### config.mk
export PLATFORM = sky130hd
export DESIGN_NAME = fetch_unit
export DESIGN_NICKNAME = d
export VERILOG_FILES = /design/src/common/fetch_pkg.sv /design/src/hw/fetch_ctrl.sv /design/src/hw/pc_next.sv /design/src/hw/inst_align.sv /design/src/hw/fetch_unit.sv
export SDC_FILE = /design/constraint.sdc
export NUM_CORES = 1
export LEC_CHECK = 0
export BUFFER_PORTS_ARGS = -buffer_cell sky130_fd_sc_hd__buf_2
export CELL_PAD_IN_SITES_DETAIL_PLACEMENT = 1
export CELL_PAD_IN_SITES_GLOBAL_PLACEMENT = 1
export CORE_ASPECT_RATIO = 2
export CORE_UTILIZATION = 35
export DETAILED_ROUTE_END_ITERATION = 10
export HOLD_SLACK_MARGIN = 0.15
export PLACE_DENSITY = 0.87
export SLEW_MARGIN = 20
export SYNTH_ARGS = -nofsm -noshare
export SYNTH_HDL_FRONTEND = slang
export SYNTH_SLANG_ARGS = --single-unit
### constraint.sdc
create_clock -name clk -period 5.6 [get_ports clk]
set_clock_uncertainty 0.1 [all_clocks]
set_input_delay 0 -clock clk [delete_from_list [all_inputs] [get_ports clk]]
set_output_delay 0 -clock clk [all_outputs]
set_load 0.02 [all_outputs]
### src/common/fetch_pkg.sv
package fetch_pkg;

    // address and data width of the core
    typedef logic [63:0] xlen_t;

    // one uncompressed instruction
    typedef logic [31:0] inst_t;

    // redirect request from the execute stage
    typedef struct packed {
        logic  jal;
        logic  branch;
        logic  jalr;
        logic  trap;
        xlen_t alu_res;
        xlen_t ex_pc;
        xlen_t imm;
        xlen_t rs1_data;
        xlen_t mtvec;
    } exec_redirect_t;

    // read address channel toward instruction memory
    typedef struct packed {
        logic  ar_valid;
        xlen_t ar_addr;
    } mem_req_t;

    // read data channel from instruction memory
    typedef struct packed {
        logic  r_valid;
        xlen_t r_data;
    } mem_rsp_t;

    // instruction handed to decode
    typedef struct packed {
        logic  valid;
        xlen_t pc;
        inst_t inst;
    } fetch_out_t;

    // request FSM of fetch_ctrl
    typedef enum logic [1:0] {
        IDLE,
        ADDR,
        DATA
    } fetch_state_e;

endpackage

### src/hw/fetch_ctrl.sv
module fetch_ctrl (
    input  logic                clk,
    input  logic                reset_i,

    // hold back new requests
    input  logic                stall_i,

    // pc the next delivery must carry
    input  fetch_pkg::xlen_t    pc_i,

    // read address channel
    output fetch_pkg::mem_req_t mem_req_o,
    input  logic                mem_ar_ready_i,

    // read data channel
    input  fetch_pkg::mem_rsp_t mem_rsp_i,
    output logic                mem_r_ready_o,

    // toward pc_next and inst_align
    output logic                advance_o,
    output logic                deliver_o,
    output fetch_pkg::xlen_t    fetch_addr_o
);

    fetch_pkg::fetch_state_e state_q;
    fetch_pkg::fetch_state_e state_d;

    // address of the read in flight
    fetch_pkg::xlen_t req_addr_q;

    logic ar_fire;
    logic r_fire;
    logic addr_match;
    logic hit;

    // handshakes on both channels
    assign ar_fire = mem_req_o.ar_valid && mem_ar_ready_i;
    assign r_fire  = mem_rsp_i.r_valid && mem_r_ready_o;

    // a redirect since the request makes the response stale
    assign addr_match = (req_addr_q == pc_i);
    assign hit        = r_fire && addr_match;

    // next state
    always_comb begin
        state_d = state_q;
        case (state_q)
            fetch_pkg::IDLE: begin
                // stall only gates a new request
                if (!stall_i) begin
                    state_d = fetch_pkg::ADDR;
                end
            end
            fetch_pkg::ADDR: begin
                if (ar_fire) begin
                    state_d = fetch_pkg::DATA;
                end
            end
            fetch_pkg::DATA: begin
                // stale or not, go back and request the current pc
                if (r_fire) begin
                    state_d = fetch_pkg::IDLE;
                end
            end
            default: begin
                state_d = fetch_pkg::IDLE;
            end
        endcase
    end

    always_ff @(posedge clk) begin
        if (reset_i) begin
            state_q <= fetch_pkg::IDLE;
        end else begin
            state_q <= state_d;
        end
    end

    // capture pc when leaving IDLE
    always_ff @(posedge clk) begin
        if (state_q == fetch_pkg::IDLE && !stall_i) begin
            req_addr_q <= pc_i;
        end
    end

    // address held stable while ar_valid is up
    always_comb begin
        mem_req_o          = '0;
        mem_req_o.ar_valid = (state_q == fetch_pkg::ADDR);
        mem_req_o.ar_addr  = req_addr_q;
    end

    assign mem_r_ready_o = (state_q == fetch_pkg::DATA);

    // one cycle pulses on a matching response
    assign advance_o    = hit;
    assign deliver_o    = hit;
    assign fetch_addr_o = req_addr_q;

endmodule

### src/hw/pc_next.sv
module pc_next #(
    parameter fetch_pkg::xlen_t RESET_PC = 64'h8000_0000
) (
    input  logic                      clk,
    input  logic                      reset_i,

    // strobes and operands from execute
    input  fetch_pkg::exec_redirect_t redirect_i,

    // matching response accepted this cycle
    input  logic                      advance_i,

    output fetch_pkg::xlen_t          pc_o
);

    fetch_pkg::xlen_t pc_q;
    fetch_pkg::xlen_t pc_d;

    // redirect targets
    fetch_pkg::xlen_t branch_target;
    fetch_pkg::xlen_t jalr_sum;
    fetch_pkg::xlen_t jalr_target;
    fetch_pkg::xlen_t seq_pc;

    logic branch_taken;

    // branch resolves taken when the alu result is zero
    assign branch_taken = redirect_i.branch && (redirect_i.alu_res == '0);

    // jal and branch share the pc relative target
    assign branch_target = redirect_i.ex_pc + redirect_i.imm;

    // jalr clears bit 0
    assign jalr_sum    = redirect_i.rs1_data + redirect_i.imm;
    assign jalr_target = {jalr_sum[63:1], 1'b0};

    assign seq_pc = pc_q + 64'd4;

    // redirect beats advance
    always_comb begin
        pc_d = pc_q;
        if (redirect_i.jal || branch_taken) begin
            pc_d = branch_target;
        end else if (redirect_i.jalr) begin
            pc_d = jalr_target;
        end else if (redirect_i.trap) begin
            pc_d = redirect_i.mtvec;
        end else if (advance_i) begin
            pc_d = seq_pc;
        end
    end

    always_ff @(posedge clk) begin
        if (reset_i) begin
            pc_q <= RESET_PC;
        end else begin
            pc_q <= pc_d;
        end
    end

    assign pc_o = pc_q;

endmodule

### src/hw/inst_align.sv
module inst_align (
    input  logic                  clk,
    input  logic                  reset_i,

    // response accepted and still matching pc
    input  logic                  deliver_i,

    // address the response belongs to
    input  fetch_pkg::xlen_t      fetch_addr_i,

    // aligned 64-bit word from memory
    input  fetch_pkg::xlen_t      rsp_data_i,

    output fetch_pkg::fetch_out_t fetch_o
);

    // selected 32-bit half
    fetch_pkg::inst_t inst_half;

    // address bit 2 picks the upper word
    assign inst_half = fetch_addr_i[2] ? rsp_data_i[63:32] : rsp_data_i[31:0];

    // valid for exactly one cycle, zeros otherwise
    always_ff @(posedge clk) begin
        if (reset_i) begin
            fetch_o <= '0;
        end else if (deliver_i) begin
            fetch_o.valid <= 1'b1;
            fetch_o.pc    <= fetch_addr_i;
            fetch_o.inst  <= inst_half;
        end else begin
            fetch_o <= '0;
        end
    end

endmodule

### src/hw/fetch_unit.sv
module fetch_unit #(
    parameter fetch_pkg::xlen_t RESET_PC = 64'h8000_0000
) (
    input  logic                      clk,
    input  logic                      reset_i,

    // pipeline control
    input  logic                      stall_i,
    input  fetch_pkg::exec_redirect_t redirect_i,

    // instruction memory read channels
    output fetch_pkg::mem_req_t       mem_req_o,
    input  logic                      mem_ar_ready_i,
    input  fetch_pkg::mem_rsp_t       mem_rsp_i,
    output logic                      mem_r_ready_o,

    // toward decode
    output fetch_pkg::fetch_out_t     fetch_o
);

    // current program counter
    fetch_pkg::xlen_t pc;

    // accepted response matched pc
    logic advance;
    logic deliver;

    // address of the read that just returned
    fetch_pkg::xlen_t fetch_addr;

    // request FSM and stale response filter
    fetch_ctrl u_fetch_ctrl (
        .clk            (clk),
        .reset_i        (reset_i),
        .stall_i        (stall_i),
        .pc_i           (pc),
        .mem_req_o      (mem_req_o),
        .mem_ar_ready_i (mem_ar_ready_i),
        .mem_rsp_i      (mem_rsp_i),
        .mem_r_ready_o  (mem_r_ready_o),
        .advance_o      (advance),
        .deliver_o      (deliver),
        .fetch_addr_o   (fetch_addr)
    );

    // pc register and redirect priority
    pc_next #(
        .RESET_PC (RESET_PC)
    ) u_pc_next (
        .clk        (clk),
        .reset_i    (reset_i),
        .redirect_i (redirect_i),
        .advance_i  (advance),
        .pc_o       (pc)
    );

    // half word select and output register
    inst_align u_inst_align (
        .clk          (clk),
        .reset_i      (reset_i),
        .deliver_i    (deliver),
        .fetch_addr_i (fetch_addr),
        .rsp_data_i   (mem_rsp_i.r_data),
        .fetch_o      (fetch_o)
    );

endmodule

Word-level counts from Yosys, hierarchy flattened --
Index checks and enable logic that the tools add are counted. W data, S select, Z words.
Word-level totals: register bits 227, bits of input ports 393, output and inout port bits 163, word-level logic and storage cells 38
Operators by class: $add $sub $neg 3, eq/ne operators 6, muxes and demuxes 10, bitwise operators 1, reductions and logical operators 12
Operators by type and width (count):
- $mux W64 | 4
- $add A64 B64 Y64 | 2
- $mux W97 | 1
- $add A64 B3 Y64 const B | 1
- $eq A64 B64 Y1 | 1
- $logic_not A64 Y1 | 1
- $mux W32 | 1
- $mux W2 | 3
- $ne A2 B2 Y1 const B | 3
- $pmux W2 S3 | 1
- $logic_and A1 B1 Y1 | 5
- $reduce_bool A4 Y1 | 1
- $reduce_and A3 Y1 | 1
- $eq A2 B1 Y1 const B | 1
- $eq A2 B2 Y1 const B | 1
- $logic_not A2 Y1 | 1
- $reduce_or A2 Y1 | 1
- $logic_not A1 Y1 | 1
- $logic_or A1 B1 Y1 | 1
- $not A1 Y1 | 1

Logic depth before layout (Yosys ltp) --
depth after elaboration 7, depth in mapped cells 13, mapped depth without buffers 13

Modules after synthesis --
From an unflattened synthesis, not the netlist that was laid out.
Unflattened totals: cell total of the unflattened synthesis 2273, area total of the unflattened synthesis 18748.0 um2
By module, submodules not included:
- pc_next | instances 1, cells each 1802, area an instance 12624.6 um2, sequential area each 1281.2 um2
- fetch_ctrl | instances 1, cells each 229, area an instance 3199.3 um2, sequential area each 1961.9 um2
- inst_align | instances 1, cells each 242, area an instance 2924.1 um2, sequential area each 1941.9 um2

Worst setup path after synthesis --
Ideal clock, no wire load.
kind register to register, start register u_fetch_ctrl.state_q[0], end register u_fetch_ctrl.req_addr_q[0] (netlist: u_fetch_ctrl.fetch_addr_o[0]) (enable), library setup time 0.565 ns, arrival 4.719 ns, data required time 4.935 ns, setup slack 0.216 ns, stages on the path, launching flop included 2, buffers on the path 0, period minus slack after synthesis 5.384 ns, path through dfxtp_1 -> nor3_1
Between the ends: longest elaborated chain between the ends 2
Ends and longest elaborated chain:
- start, declared | line fetch_ctrl.sv:25 | fetch_pkg::fetch_state_e state_q;
- start signal, assigned | line fetch_ctrl.sv:73 | state_q <= fetch_pkg::IDLE;
- start signal, assigned | line fetch_ctrl.sv:75 | state_q <= state_d;
- $logic_not A2 Y1 | line fetch_ctrl.sv:81 | if (state_q == fetch_pkg::IDLE && !stall_i) begin
- $logic_and A1 B1 Y1 | line fetch_ctrl.sv:81
- end signal, assigned | line fetch_ctrl.sv:82 | req_addr_q <= pc_i;
- end, declared | line fetch_ctrl.sv:29 | fetch_pkg::xlen_t req_addr_q;
No other way between the ends. A chain may end at the register's enable or synchronous reset.

Final worst setup path --
start register u_fetch_ctrl.req_addr_q[59] (netlist: u_fetch_ctrl.fetch_addr_o[59]), end register u_pc_next.pc_q[53] (netlist: u_pc_next.pc_o[53])
Between the ends: longest elaborated chain between the ends 3
Ends and longest elaborated chain:
- $eq A64 B64 Y1 | line fetch_ctrl.sv:41 | assign addr_match = (req_addr_q == pc_i);
- $logic_and A1 B1 Y1 | line fetch_ctrl.sv:42 | assign hit = r_fire && addr_match;
- $reduce_bool A4 Y1 (no source line)
- end signal, assigned | line pc_next.sv:57 | pc_q <= pc_d;
- end, declared | line pc_next.sv:16 | fetch_pkg::xlen_t pc_q;
No other way between the ends.

==> impl_metrics.yaml <==
pwr:
  combPwrFrac_pct: 37.9
  p_clk_share_pct: 26.5
  swShare_pct: 37.8
  ir_worst_vdd_mv: 0.209
  power_density_mw_per_mm2: 234
  power_w: 0.00564
  intPower_w: 0.00351
  p_switching_w: 0.00213
  p_leak_nw: 11.1
  seq_power_share_pct: 35.6
logic_synthesis:
  synth_cell_type_count: 91
  synth_simple_gate_area_share_pct: 20.8
  syn_area_mm2: 0.0183
  synth_ff_type: "dfxtp_1"
  syn_inst: 2261
  yosys_warnings: 0
  ys_top_cells_by_area: "dfxtp_1 18%, edfxtp_1 10%, ha_1 8.6%, xor2_1 5.9%, a21oi_1 5.6%"
  yosysMostFrequentCell: "nor2_1"
  synth.avg_cell_area_um2: 8.11
  synth_xor_area_share_pct: 10.9
  async_flop_share_pct: 0
  synth_top_family_by_area: "compound AO/OA/AOI/OAI gates"
  synth-edff-count: 64
  ys_ff_latch: 227
  synth_compound_area_share_pct: 24.0
  seq_area_frac_synth_pct: 28.3
  yosysTopAreaCell: "dfxtp_1"
  synth_top_cell_area_share_pct: 17.8
  synth_fa_ha_area_share_pct: 8.82
  yosys-top-cells-count: "221 x nor2_1, 206 x a21oi_1, 167 x nand2_1"
  syn_nets: 2782
  synth.area.mux_share_pct: 3.68
critical_path:
  reg2reg_from: "u_fetch_ctrl.fetch_addr_o[59]"
  rr_endpoint: "u_pc_next.pc_o[53]"
  endpoint_kind: "flip-flop"
  crit_fanout: 68
  critPathLaunchType: "flip-flop"
  cp.arrival_ns: 5.32
  cp_data_required_time_ns: 5.91
  r2r_slack_ns: 0.59
  r2r_cells: 13
  crit_type: "flip-flop to flip-flop"
routing:
  detail_route.wl_per_cell_um: 25.5
  drt-pass1-iter-count: 6
  num_vias: 21000
  drt-initial-drc-count: 1358
  ant_nets: 0
  viasPerCell: 5.88
  routed_wl_um: 91400
  route.detailed.drc: 0
clock_network:
  htree_levels: 1
  cts_resized: 0
  worstSkewPairLatency_ns: 0.52
  cts_setup_buffers: 0
  clockRootBuffer: "clkbuf_16"
  cts_tree: "done"
  cts_made_buffers: 19
  clockBufferDepth: 3
  cts_sinks: 227
  clkTransAtPathRegs_ns: 0.08
floorplan:
  num_rows: 118
  die_area_mm2: 0.0533
  start_util_pct: 35.5
  die_height_um: 326
  die-width_um: 164
  core_mm2: 0.0517
  io-pin-count: 556
global_route:
  grt_overflow: 0
  antenna_found_initial: 3
  grt_pass1_wl_um: 135000
  grt_pass1_vias: 22500
  grt_usage_pct: 33.4
  grt_max_degree: 69
sta:
  setup_ws_ns: 0.586
  fin_setup_tns_ns: 0
  finalCritPeriodShare_pct: 89.5
  rsz0062_at_grt: "no"
  worstMarginPinSlew_ns: 0.853
  finalMaxSlewViolations: 0
  setup_viol: 0
  maxSlewHeadroom_pct: 42.4
  finalCriticalPeriod_ns: 5.01
  max_freq_mhz: 199
  hold_viol: 0
hold_path:
  hold_path_class: "primary input to flip-flop"
  min_from: "redirect_i[206]"
  holdPathEnd: "u_pc_next.pc_o[14]"
  min_delay_path_depth: 5
cells_and_area:
  final_layout_size_suffix_gt1_share_pct: 22.3
  final_nets: 3425
  postLayoutCellArea_mm2: 0.0242
  fillers: 6317
  syn2layout_area_growth_pct: 31.8
  fin_util_pct: 46.7
run:
  maxCapViolCount: 0
placed_design:
  portBuffers: 555
  dp_slack_ns: 1.47
  dp_hpwl_um: 71700
  place.gp.congestion: 0.973
  place_area_mm2: 0.0215
outcome:
  outcome: "finished clean"
[stage by stage]
step | instances | hold WS (ns)
final | 3580 | 0.161
after CTS | 3577 | 0.151
after global routing | 3579 | 0.196
after floorplan | 2261 | 0.0439
after global placement | 3352 | 0.134
after detailed placement | 3352 | 0.146
[layout by cell type, fill, tap and decap left out, drive strengths merged, types with 9 or more instances in the layout]
cell         Yosys  final
a31oi           23     23
o31ai           11     11
o21a            19     19
ha             126    126
nand4           81     81
xnor2          105    105
o21ai          126    126
o211ai          16     16
and3            94     94
a211oi          53     53
a21o            85     85
buf             18    570
nor2b           13     13
nor3            45     45
o221ai           9      9
a221oi          11     11
edfxtp          64     64
inv             31     34
nand2b          11     11
nand3           54     54
dlygate4sd3      0    191
nand2          168    168
o22ai            9      9
nor4            42     42
a21oi          207    207
o21bai          23     23
nor2           221    221
mux2i           64     64
dfxtp          163    163
clkbuf         121     25
xor2           124    124
[worst max path at each step]
| stage | startpoint | end | slack, ns | cells past startpoint |
|---|---|---|---|---|
| 2_1_floorplan | u_fetch_ctrl.state_q[0] | u_fetch_ctrl.fetch_addr_o[0] | 0.22 | 1 |
| 3_3_place_gp | redirect_i[128] | u_pc_next.pc_o[60] | 1.50 | 14 |
| 3_5_place_dp | redirect_i[128] | u_pc_next.pc_o[60] | 1.47 | 14 |
| 4_1_cts | u_pc_next.pc_o[18] | u_pc_next.pc_o[58] | 0.64 | 12 |
| 5_1_grt | u_fetch_ctrl.fetch_addr_o[59] | u_pc_next.pc_o[53] | 0.31 | 13 |
| 6_report | u_fetch_ctrl.fetch_addr_o[59] | u_pc_next.pc_o[53] | 0.59 | 13 |
[state kept, by name (all words and copies together) (netlist names)]
name                       flops
u_fetch_ctrl.fetch_addr_o     64
u_fetch_ctrl.state_q           2
u_inst_align.fetch_o          97
u_pc_next.pc_o                64
[repair_timing]
action,CTS,global route
setup endpoints to repair,0,0
endpoints found under the hold margin,104,0
hold buffers,191,0
[area by class of cell]
class	count	area, um2	share of cell area (%)
well taps	660	826	3.42
clock buffers	25	614	2.54
multi-input cells	1864	12500	51.8
flip-flops and latches	227	5180	21.5
repair buffers	761	4800	19.9
inverters	31	116	0.482
clock inverters	9	78.8	0.326
diodes	3	7.51	0.0311
[metal layers]
metal  GRT usage, %  share of wire (%)
met1           36.0                 37
met5              0                  0
met2           59.7                 50
met3           3.55                5.3
met4           23.9                7.8
[power by group through the flow]
stage,combinational (W),sequential (W),clock (W)
after floorplan,0.00115,0.00201,0
after global placement,0.00188,0.00203,0
after detailed placement,0.00191,0.00204,0
after CTS,0.00208,0.00200,0.00151
after global routing,0.00228,0.00202,0.00156
final,0.00214,0.00201,0.00150
[cell families after synthesis]
group	Yosys count
AND/OR/NAND/NOR	771
AO/OA/AOI/OAI	669
XOR/XNOR	229
flip-flops	227
buffers and inverters	170
adder cells (fa/ha/maj)	128
multiplexers	67
[critical path, cell delays in order, from the launching register on]
cell and delay (ns):
edfxtp_1 0.43, xnor2_1 0.52, nand4_1 0.19, nor4_1 0.31, nand4_1 0.18, nor4_4 0.32
buf_4 0.56, nor3_2 0.11, nor2_1 0.59, o21ai_0 0.22, a21oi_1 0.16, dlygate4sd3_1 0.57
a211oi_1 0.05, dlygate4sd3_1 0.58
No activity file was read; power rests on OpenSTA's default activity.
